<file path="config.mk">
export PLATFORM = sky130hd
export DESIGN_NAME = controlUnit
export DESIGN_NICKNAME = d
export VERILOG_FILES = /design/src/rtl/isaPkg.sv /design/src/rtl/ctrlPkg.sv /design/src/rtl/controlUnit.sv /design/src/rtl/controlWordGen.sv /design/src/rtl/opcodeDecoder.sv /design/src/rtl/stepSequencer.sv
export SDC_FILE = /design/constraint.sdc
export NUM_CORES = 1
export LEC_CHECK = 0
export ABC_AREA = 1
export BUFFER_PORTS_ARGS = -buffer_cell sky130_fd_sc_hd__buf_2
export CAP_MARGIN = 20
export CORE_MARGIN = 3
export CORE_UTILIZATION = 35
export CTS_BUF_LIST = sky130_fd_sc_hd__clkbuf_2
export CTS_CLUSTER_DIAMETER = 80
export DETAILED_ROUTE_END_ITERATION = 8
export GPL_ROUTABILITY_DRIVEN = 0
export MAX_ROUTING_LAYER = met4
export PLACE_DENSITY = 0.69
export SETUP_SLACK_MARGIN = 0.05
export SLEW_MARGIN = 20
export SYNTH_ARGS = -nofsm -noshare
export SYNTH_HDL_FRONTEND = slang
export SYNTH_SLANG_ARGS = --single-unit
</file>
<file path="constraint.sdc">
create_clock -name clock -period 3.3 [get_ports clock]
set_input_delay 0.495 -clock clock [delete_from_list [all_inputs] [get_ports clock]]
set_output_delay 0.495 -clock clock [all_outputs]
set_load 0.05 [all_outputs]
</file>
<file path="src/rtl/isaPkg.sv">
package isaPkg;

	// ------------------------------------------------------------------------
	// Instruction register layout
	// ------------------------------------------------------------------------
	localparam int irWidth = 32;

	// Opcode sits in the top five bits
	localparam int opcodeMsb = 31;
	localparam int opcodeLsb = 27;
	localparam int opcodeWidth = opcodeMsb - opcodeLsb + 1;

	// ------------------------------------------------------------------------
	// Opcodes kept in this build
	// ------------------------------------------------------------------------
	typedef enum logic [opcodeWidth-1:0] {
		opLd   = 5'd0,
		opLdi  = 5'd1,
		opSt   = 5'd2,
		opAdd  = 5'd3,
		opSub  = 5'd4,
		opShr  = 5'd5,
		opShra = 5'd6,
		opShl  = 5'd7,
		opRor  = 5'd8,
		opRol  = 5'd9,
		opAnd  = 5'd10,
		opOr   = 5'd11,
		opAddi = 5'd12,
		opAndi = 5'd13,
		opOri  = 5'd14,
		// Gap left by the dropped mul, div, neg and not
		opBr   = 5'd19,
		opJr   = 5'd20,
		opNop  = 5'd26,
		opHalt = 5'd27
	} opcode_t;

	// Instructions that share an execution sequence
	typedef enum logic [3:0] {
		clsLoad,
		clsLoadImm,
		clsStore,
		clsAluReg,
		clsAluImm,
		clsBranch,
		clsJumpReg,
		clsNop,
		clsHalt
	} instrClass_t;

endpackage

</file>
<file path="src/rtl/ctrlPkg.sv">
package ctrlPkg;

	// Sequencer states, one per clock
	typedef enum logic [3:0] {
		stReset,
		stT0,
		stT1,
		stT2,
		stX1,
		stX2,
		stX3,
		stX4,
		stX5,
		stHalted
	} step_t;

	// Operation presented to the ALU
	typedef enum logic [3:0] {
		aluNone,
		aluAdd,
		aluSub,
		aluAnd,
		aluOr,
		aluShr,
		aluShra,
		aluShl,
		aluRor,
		aluRol,
		aluBranch
	} aluOp_t;

	typedef struct packed {
		isaPkg::instrClass_t cls;
		aluOp_t aluOp;
	} decoded_t;

	// ------------------------------------------------------------------------
	// Control word, one bundle per step
	// ------------------------------------------------------------------------
	typedef struct packed {
		// Bus sources
		logic pcOut;
		logic mdrOut;
		logic zLowOut;
		logic rOut;
		logic baOut;
		logic cSignOut;
		// Register file selects
		logic gra;
		logic grb;
		logic grc;
		// Register loads
		logic rIn;
		logic mdrIn;
		logic marIn;
		logic yIn;
		logic irIn;
		logic pcIn;
		logic conIn;
		logic zLowIn;
		// Memory and PC
		logic incPc;
		logic mdRead;
		logic write;
		logic clear;
		aluOp_t aluOp;
	} controlWord_t;

	// Execution steps per class, in instrClass_t order
	// Halt never returns to T0 so its entry is unused
	localparam logic [2:0] execSteps [9] = '{
		3'd5, 3'd3, 3'd4, 3'd3, 3'd3, 3'd4, 3'd1, 3'd1, 3'd0
	};

endpackage

</file>
<file path="src/rtl/controlUnit.sv">
module controlUnit #(
	parameter int irWidth = isaPkg::irWidth
) (
	input  logic                  clock,
	input  logic                  reset,
	input  logic [irWidth-1:0]    irReg,
	input  logic                  conff,
	output ctrlPkg::controlWord_t ctrl,
	output logic                  halted
);

	ctrlPkg::decoded_t decoded;
	ctrlPkg::decoded_t held;
	ctrlPkg::step_t step;

	opcodeDecoder #(
		.irWidth(irWidth)
	) decoder0 (
		.irReg(irReg),
		.decoded(decoded)
	);

	stepSequencer sequencer0 (
		.clock(clock),
		.reset(reset),
		.decoded(decoded),
		.step(step),
		.held(held),
		.halted(halted)
	);

	// Word follows the registered step, valid for the whole cycle
	controlWordGen wordGen0 (
		.step(step),
		.held(held),
		.conff(conff),
		.ctrl(ctrl)
	);

endmodule

</file>
<file path="src/rtl/controlWordGen.sv">
module controlWordGen (
	input  ctrlPkg::step_t        step,
	input  ctrlPkg::decoded_t     held,
	input  logic                  conff,
	output ctrlPkg::controlWord_t ctrl
);

	always_comb begin
		ctrl = '0;

		case (step)
			ctrlPkg::stReset: ctrl.clear = 1'b1;

			// ----------------------------------------------------------------
			// Fetch
			// ----------------------------------------------------------------
			ctrlPkg::stT0: begin
				ctrl.pcOut = 1'b1;
				ctrl.marIn = 1'b1;
				ctrl.incPc = 1'b1;
				ctrl.zLowIn = 1'b1;
			end
			ctrlPkg::stT1: begin
				ctrl.zLowOut = 1'b1;
				ctrl.pcIn = 1'b1;
				ctrl.mdRead = 1'b1;
				ctrl.mdrIn = 1'b1;
			end
			ctrlPkg::stT2: begin
				ctrl.mdrOut = 1'b1;
				ctrl.irIn = 1'b1;
			end

			// ----------------------------------------------------------------
			// Execute
			// ----------------------------------------------------------------
			ctrlPkg::stX1: begin
				case (held.cls)
					// Base register into Y, R0 reads as zero through BA
					isaPkg::clsLoad, isaPkg::clsLoadImm, isaPkg::clsStore: begin
						ctrl.grb = 1'b1;
						ctrl.baOut = 1'b1;
						ctrl.yIn = 1'b1;
					end
					isaPkg::clsAluReg, isaPkg::clsAluImm: begin
						ctrl.grb = 1'b1;
						ctrl.rOut = 1'b1;
						ctrl.yIn = 1'b1;
					end
					// Condition register evaluates Ra
					isaPkg::clsBranch: begin
						ctrl.gra = 1'b1;
						ctrl.rOut = 1'b1;
						ctrl.conIn = 1'b1;
					end
					isaPkg::clsJumpReg: begin
						ctrl.gra = 1'b1;
						ctrl.rOut = 1'b1;
						ctrl.pcIn = 1'b1;
					end
					default: ;
				endcase
			end

			ctrlPkg::stX2: begin
				case (held.cls)
					isaPkg::clsLoad, isaPkg::clsLoadImm, isaPkg::clsStore,
					isaPkg::clsAluImm: begin
						ctrl.cSignOut = 1'b1;
						ctrl.aluOp = held.aluOp;
						ctrl.zLowIn = 1'b1;
					end
					isaPkg::clsAluReg: begin
						ctrl.grc = 1'b1;
						ctrl.rOut = 1'b1;
						ctrl.aluOp = held.aluOp;
						ctrl.zLowIn = 1'b1;
					end
					isaPkg::clsBranch: begin
						ctrl.pcOut = 1'b1;
						ctrl.yIn = 1'b1;
					end
					default: ;
				endcase
			end

			ctrlPkg::stX3: begin
				case (held.cls)
					// Effective address to MAR
					isaPkg::clsLoad, isaPkg::clsStore: begin
						ctrl.zLowOut = 1'b1;
						ctrl.marIn = 1'b1;
					end
					// Result write-back to Ra
					isaPkg::clsLoadImm, isaPkg::clsAluReg, isaPkg::clsAluImm: begin
						ctrl.zLowOut = 1'b1;
						ctrl.gra = 1'b1;
						ctrl.rIn = 1'b1;
					end
					// Branch target is PC plus offset
					isaPkg::clsBranch: begin
						ctrl.cSignOut = 1'b1;
						ctrl.aluOp = held.aluOp;
						ctrl.zLowIn = 1'b1;
					end
					default: ;
				endcase
			end

			ctrlPkg::stX4: begin
				case (held.cls)
					isaPkg::clsLoad: begin
						ctrl.mdRead = 1'b1;
						ctrl.mdrIn = 1'b1;
					end
					isaPkg::clsStore: begin
						ctrl.gra = 1'b1;
						ctrl.baOut = 1'b1;
						ctrl.write = 1'b1;
					end
					// PC only takes the target when the condition held
					isaPkg::clsBranch: begin
						ctrl.zLowOut = 1'b1;
						ctrl.pcIn = conff;
					end
					default: ;
				endcase
			end

			ctrlPkg::stX5: begin
				if (held.cls == isaPkg::clsLoad) begin
					ctrl.mdrOut = 1'b1;
					ctrl.gra = 1'b1;
					ctrl.rIn = 1'b1;
				end
			end

			// Halted and anything unexpected drive nothing
			default: ;
		endcase
	end

endmodule

</file>
<file path="src/rtl/opcodeDecoder.sv">
module opcodeDecoder #(
	parameter int irWidth = isaPkg::irWidth
) (
	input  logic [irWidth-1:0] irReg,
	output ctrlPkg::decoded_t  decoded
);

	isaPkg::opcode_t opcode;

	assign opcode = isaPkg::opcode_t'(irReg[isaPkg::opcodeMsb:isaPkg::opcodeLsb]);

	always_comb begin
		// Unlisted opcodes fall through as nop
		decoded.cls = isaPkg::clsNop;
		decoded.aluOp = ctrlPkg::aluNone;

		case (opcode)
			// Memory ops compute base plus offset
			isaPkg::opLd: begin
				decoded.cls = isaPkg::clsLoad;
				decoded.aluOp = ctrlPkg::aluAdd;
			end
			isaPkg::opLdi: begin
				decoded.cls = isaPkg::clsLoadImm;
				decoded.aluOp = ctrlPkg::aluAdd;
			end
			isaPkg::opSt: begin
				decoded.cls = isaPkg::clsStore;
				decoded.aluOp = ctrlPkg::aluAdd;
			end

			// Register-register ALU
			isaPkg::opAdd: begin
				decoded.cls = isaPkg::clsAluReg;
				decoded.aluOp = ctrlPkg::aluAdd;
			end
			isaPkg::opSub: begin
				decoded.cls = isaPkg::clsAluReg;
				decoded.aluOp = ctrlPkg::aluSub;
			end
			isaPkg::opAnd: begin
				decoded.cls = isaPkg::clsAluReg;
				decoded.aluOp = ctrlPkg::aluAnd;
			end
			isaPkg::opOr: begin
				decoded.cls = isaPkg::clsAluReg;
				decoded.aluOp = ctrlPkg::aluOr;
			end
			isaPkg::opShr: begin
				decoded.cls = isaPkg::clsAluReg;
				decoded.aluOp = ctrlPkg::aluShr;
			end
			isaPkg::opShra: begin
				decoded.cls = isaPkg::clsAluReg;
				decoded.aluOp = ctrlPkg::aluShra;
			end
			isaPkg::opShl: begin
				decoded.cls = isaPkg::clsAluReg;
				decoded.aluOp = ctrlPkg::aluShl;
			end
			isaPkg::opRor: begin
				decoded.cls = isaPkg::clsAluReg;
				decoded.aluOp = ctrlPkg::aluRor;
			end
			isaPkg::opRol: begin
				decoded.cls = isaPkg::clsAluReg;
				decoded.aluOp = ctrlPkg::aluRol;
			end

			// Immediate forms take C from the sign-extended field
			isaPkg::opAddi: begin
				decoded.cls = isaPkg::clsAluImm;
				decoded.aluOp = ctrlPkg::aluAdd;
			end
			isaPkg::opAndi: begin
				decoded.cls = isaPkg::clsAluImm;
				decoded.aluOp = ctrlPkg::aluAnd;
			end
			isaPkg::opOri: begin
				decoded.cls = isaPkg::clsAluImm;
				decoded.aluOp = ctrlPkg::aluOr;
			end

			isaPkg::opBr: begin
				decoded.cls = isaPkg::clsBranch;
				decoded.aluOp = ctrlPkg::aluBranch;
			end
			isaPkg::opJr:   decoded.cls = isaPkg::clsJumpReg;
			isaPkg::opHalt: decoded.cls = isaPkg::clsHalt;
			default: ;
		endcase
	end

endmodule

</file>
<file path="src/rtl/stepSequencer.sv">
module stepSequencer (
	input  logic              clock,
	input  logic              reset,
	input  ctrlPkg::decoded_t decoded,
	output ctrlPkg::step_t    step,
	output ctrlPkg::decoded_t held,
	output logic              halted
);

	ctrlPkg::step_t nextStep;
	logic [2:0] stepNum;
	logic lastStep;

	// ------------------------------------------------------------------------
	// Execution step position
	// ------------------------------------------------------------------------
	always_comb begin
		case (step)
			ctrlPkg::stX1: stepNum = 3'd1;
			ctrlPkg::stX2: stepNum = 3'd2;
			ctrlPkg::stX3: stepNum = 3'd3;
			ctrlPkg::stX4: stepNum = 3'd4;
			ctrlPkg::stX5: stepNum = 3'd5;
			default:       stepNum = 3'd0;
		endcase
	end

	// Done when the count for the held class is reached
	assign lastStep = (stepNum == ctrlPkg::execSteps[held.cls]);

	// ------------------------------------------------------------------------
	// Next state
	// ------------------------------------------------------------------------
	always_comb begin
		nextStep = step;
		case (step)
			ctrlPkg::stReset: nextStep = ctrlPkg::stT0;
			ctrlPkg::stT0:    nextStep = ctrlPkg::stT1;
			ctrlPkg::stT1:    nextStep = ctrlPkg::stT2;
			ctrlPkg::stT2: begin
				if (decoded.cls == isaPkg::clsHalt)
					nextStep = ctrlPkg::stHalted;
				else
					nextStep = ctrlPkg::stX1;
			end
			ctrlPkg::stX1: nextStep = lastStep ? ctrlPkg::stT0 : ctrlPkg::stX2;
			ctrlPkg::stX2: nextStep = lastStep ? ctrlPkg::stT0 : ctrlPkg::stX3;
			ctrlPkg::stX3: nextStep = lastStep ? ctrlPkg::stT0 : ctrlPkg::stX4;
			ctrlPkg::stX4: nextStep = lastStep ? ctrlPkg::stT0 : ctrlPkg::stX5;
			// Longest sequence is five steps
			ctrlPkg::stX5: nextStep = ctrlPkg::stT0;
			// Parked until reset
			ctrlPkg::stHalted: nextStep = ctrlPkg::stHalted;
			default: nextStep = ctrlPkg::stReset;
		endcase
	end

	always_ff @(posedge clock) begin
		if (reset) begin
			step <= ctrlPkg::stReset;
			held.cls <= isaPkg::clsNop;
			held.aluOp <= ctrlPkg::aluNone;
		end else begin
			step <= nextStep;
			// IR is valid during T2
			if (step == ctrlPkg::stT2)
				held <= decoded;
		end
	end

	assign halted = (step == ctrlPkg::stHalted);

endmodule

</file>
## Word level (Yosys, flattened, before mapping)

Memories as Yosys holds them, arrays and structs flattened.
Cells that the tools add are included.

| word-level totals | value |
|---|---|
| register bits after elaboration | 12 |
| ROM bits | 48 |
| input port bits | 35 |
| output and inout bits | 26 |
| word-level logic and storage cells | 103 |
| memories | 1 |

Memories:

| memory | depth | width | read ports | clocked after Yosys merged registers in | write ports | line | source |
|---|---|---|---|---|---|---|---|
| (no name shown) | 16 | 3 | 1 | 0 | 0 | stepSequencer.sv:29 | `assign lastStep = (stepNum == ctrlPkg::execSteps[held.cls]);` |

| cells by class | value |
|---|---|
| order comparisons | 1 |
| equal/unequal tests | 34 |
| mux-type cells | 47 |
| bitwise gates (word level) | 1 |
| reduce and logical (&&, ||, !) cells | 16 |

Operators by type and width:

| cell | count |
|---|---|
| 4-bit one-hot mux with 10 select lines | 1 |
| 4-bit one-hot mux with 9 select lines | 1 |
| 5-bit by 4-bit equality test with 1-bit output, second input constant | 7 |
| 4-bit one-hot mux with 8 select lines | 1 |
| 4-bit by 3-bit equality test with 1-bit output, second input constant | 7 |
| 5-bit by 3-bit equality test with 1-bit output, second input constant | 4 |
| 1-bit 2-to-1 mux | 20 |
| 1-bit one-hot mux with 2 select lines | 9 |
| 4-bit by 2-bit equality test with 1-bit output, second input constant | 4 |
| 4-bit 2-to-1 mux | 4 |
| 5-bit equality test, second input constant | 3 |
| 3-bit 2-to-1 mux | 5 |
| 3-bit one-hot mux with 5 select lines | 1 |
| 4-bit equality test, second input constant | 3 |
| 5-bit by 2-bit equality test with 1-bit output, second input constant | 2 |
| 2-bit OR reduction | 5 |
| 5-bit OR reduction | 2 |
| 1-bit one-hot mux with 3 select lines | 3 |
| 3-bit OR reduction | 3 |
| 9-bit OR reduction | 1 |
| 4-bit by 1-bit equality test with 1-bit output, second input constant | 2 |
| 4-bit zero test | 2 |
| 4-bit one-hot mux with 2 select lines | 1 |
| 4-bit OR reduction | 2 |
| 6 further kinds | 6 |

## Logic depth before layout (Yosys ltp)

| logic depth | value |
|---|---|
| depth after elaboration | 7 |
| gate-level depth with buffers | 11 |
| depth with buffers taken out | 11 |

## Modules after synthesis

Synthesis repeated with hierarchy kept, for this count alone.

| second synthesis, totals | value |
|---|---|
| cells, all modules | 258 |
| area, all modules | 1392.6 sq um |

Modules (own cells, without submodules):

| module | times used | cells an instance | area each (sq um) | sequential area each (sq um) |
|---|---|---|---|---|
| stepSequencer | 1 | 110 | 665.6 | 240.2 |
| controlWordGen | 1 | 97 | 434.2 | 0.0 |
| opcodeDecoder | 1 | 51 | 292.8 | 0.0 |

## Worst setup path before layout

Ideal clock, no wire load.

| timing path | value |
|---|---|
| kind | register -> output |
| start | register sequencer0.step[0] |
| end | output port ctrl[13] (netlist bit) |
| arrival time | 2.094 ns |
| required time | 2.805 ns |
| setup slack | 0.711 ns |
| stages on the path, launching flop included | 7 |
| path buffers | 0 |
| cell sequence | dfxtp_1 -> inv_1 -> nor2_1 -> inv_1 -> nor2_1 -> inv_1 -> o21ai_0 |

RTL lines:

| what | line | source |
|---|---|---|
| from (decl) | stepSequencer.sv:5 | `output ctrlPkg::step_t step,` |
| from (signal assigned) | stepSequencer.sv:60 | `step <= ctrlPkg::stReset;` |
| from (signal assigned) | stepSequencer.sv:64 | `step <= nextStep;` |
| to (decl) | controlUnit.sv:8 | `output ctrlPkg::controlWord_t ctrl,` |

==> impl_results.rst <==
.. list-table::
   :header-rows: 1

   * - Metric
     - Value
   * - Category of the worst setup path capture point
     - output pin
   * - Worst setup path class
     - reg -> out
   * - Hold bufs inserted after CTS
     - 0
   * - First-pass detailed-route iteration total
     - 5
   * - Top-level I/O count
     - 61
   * - Result of the run
     - finished, final reports clean
   * - Total DRC errors in the routed layout
     - 0
   * - Utilization of the core after routing
     - about 45%
   * - Setup Skew
     - 0.00658 ns
   * - Initial Utilization
     - 38.4%
   * - Commonest cells after routing, fill and taps aside
     - nand2_1, nor2_1, inv_1
   * - Synth Register Bits
     - 12
   * - # fillers
     - 364
   * - Routed wire length
     - 2.99 mm
   * - H-tree depth
     - 1
   * - Power density normalized to cell area
     - 276 mW/mm²
   * - Total Negative Setup Slacks
     - 0 ns
   * - Most common cell after layout, fill and taps aside
     - nand2_1
   * - Max-Cap Viols
     - 0
   * - TritonCTS clock tree
     - built
   * - Routed via count
     - ~1400
   * - Yosys warnings
     - 0
   * - Final Hold Vio Count
     - 0
   * - Data required time of the critical path
     - about 2.8 ns
   * - Number of setup violations in the final report
     - 0
   * - Largest area contributor in the netlist
     - dfxtp_1
   * - Largest fanout on the critical path
     - 5
   * - Clock buffer depth
     - 2
   * - Global-route wire length before repair
     - 5.15 mm
   * - Synthesized netlist net count
     - ~260
   * - Post-Synthesis Mean Instance Area
     - approximately 5.4 µm²
   * - Antenna violations before repair
     - 0
   * - Worst slew slack as a fraction of its limit
     - 65.6%
   * - Highest attainable clock frequency
     - around 0.42 GHz
   * - Setup ws final
     - around 0.92 ns
   * - Number of standard cells after synthesis
     - about 220
   * - Largest voltage drop on the vdd net
     - about 0.00010 V
   * - Fin crit period
     - between 2 and 2.5 ns
   * - Sequential share of the synthesized area
     - 19.7%
   * - Min-Delay Path Class
     - reg -> reg
   * - Slew at the pin closest to its max-slew limit
     - a little over 0.5 ns
   * - Startpoint type of the worst setup path
     - register
   * - Reg clk slew, reported paths
     - 0.12 ns
   * - Number of clock buffers inserted by TritonCTS
     - 3
   * - Clock latency on the worst-skew pair
     - between 0.2 and 0.3 ns
   * - Worst r2r src
     - sequencer0.step[0]
   * - Number of slew-limit violations in the final report
     - 0
   * - Reg2Reg Setup Slack
     - roughly 1.9 ns
   * - Area share of the leading cell type in the synthesized netlist
     - approximately a fifth
   * - Number of setup buffers added after CTS
     - 0
   * - Maximum number of pins on one net before global-route repair
     - 13
   * - Layout cells sized above 1
     - 19.8%
   * - Top area cells in the synthesized netlist
     - dfxtp_1, nand2_1, nor2_1, inv_1, nand3_1
   * - Die Y
     - 65.0 µm
   * - Leakage component of the power
     - ~0.80 nW
   * - Die area
     - 0.00423 mm²
   * - IO Port Bufs
     - 33
   * - Post-Synthesis Cell Area
     - about 0.0012 mm²
   * - Final Net Count
     - a little under 300
   * - Clock root buffer
     - clkbuf_2
   * - Synth cell types
     - 29
   * - Remaining antenna violation count
     - 0
   * - Worst setup slack after placement
     - 1.22 ns
   * - # rows
     - 20
   * - Initial DRC Count
     - 88
   * - Via-to-Cell Ratio
     - 4.75
   * - Total GRT Usage
     - between 15 and 20%
   * - Number of clock sinks seen by CTS
     - 12
   * - Congestion Overflow GR
     - 0
   * - ANT cells
     - 0
   * - Core Box Area
     - ~0.0032 mm²
   * - Vias in the first global route
     - 1254
   * - DP HPWL
     - ~2.5 mm
   * - Layout overhead on the synthesized area
     - 17.6%
   * - Count of cells resized by post-cts repair
     - 0
   * - Die outline width
     - ~65 µm
   * - Average wire length per cell after detail routing
     - between 9 and 10 µm
   * - Hold path start
     - sequencer0.held[2]
   * - Final worst path period share
     - 72.3%
   * - Setup repair after global routing missed its margin
     - false
   * - Start point of the critical path
     - sequencer0.step[3]
   * - Data arrival time at the worst-slack endpoint
     - 1.89 ns
==> cells by family after synthesis <==
group / Yosys count / share of synthesized area (%)
DFF: 12 / 19.7
buffers and inverters: 46 / 15.2
AOI/OAI and AO/OA: 35 / 17.8
and+or+nand+nor: 131 / 47.3
==> stage by stage <==
step / total power [mW] / cells / area [µm²] / hold WS [ns]
2_1_floorplan: 0.295 / 224 / 1220 / 0.450
3_3_place_gp: 0.326 / 298 / 1420 / 0.466
3_5_place_dp: 0.327 / 298 / 1420 / 0.466
4_1_cts: 0.401 / 302 / 1440 / 0.484
5_1_grt: 0.425 / 302 / 1440 / 0.508
6_report: 0.396 / 302 / 1440 / 0.479
==> flip-flops by register name, indices dropped and copies added (netlist names) <==
| signal | flops |
|---|---|
| sequencer0.held | 8 |
| sequencer0.step | 4 |
==> final timing paths <==
kind,end,cells past startpoint
max,ctrl[0],8
min reg2reg,sequencer0.held[2],2
min,sequencer0.held[2],2
max reg2reg,sequencer0.step[0],8
==> report_power, final <==
group | leakage, nW | internal (mW) | switching, mW
Combinational | 0.683 | 0.0420 | 0.120
Sequential | 0.0979 | 0.153 | 0.00917
Clock | 0.0140 | 0.0263 | 0.0454
==> cell usage after synthesis <==
library cell  number
nand2_1           55
nor2_1            42
inv_1             41
nand3_1           19
dfxtp_1           12
a21oi_1           10
o21ai_0            9
nor2_4             3
nor3_1             3
o21ai_1            3
a211oi_2           2
a21oi_2            2
a22oi_1            2
inv_2              2
nand3_2            2
nand4_1            2
nor2_2             2
o211ai_1           2
a21boi_0           1
a31oi_1            1
and2_1             1
buf_2              1
buf_4              1
buf_6              1
nand2_2            1
nand2_4            1
o21a_1             1
o22ai_1            1
o31ai_1            1
==> layer usage <==
layer / track usage, % / vias up / wire, µm
li1: - / 771 / -
met5: - / - / 0
met1: 18.0 / 625 / 1390
met4: 3.89 / 0 / 26
met3: 1.56 / 2 / 145
met2: 27.5 / 36 / 1430
==> critical path: stages (launching register included) <==
cell and delay, ns:
dfxtp_1 0.36, inv_1 0.09, nand2_1 0.14, nor2_1 0.21, inv_1 0.06, nor2_1 0.17, a22oi_1 0.20, nor2_1 0.12
buf_2 0.27
==> layout make-up <==
class,count,area [µm²],share of cell area [%]
multi-input combinational,166,795,55.4
sequential,12,240,16.7
timing repair buffer,33,165,11.5
inverter,43,161,11.2
tap,44,55.1,3.84
clock buffer,3,15.0,1.05
clock inverter,1,3.75,0.262
Note: power is estimated with default switching activity, not from simulation.
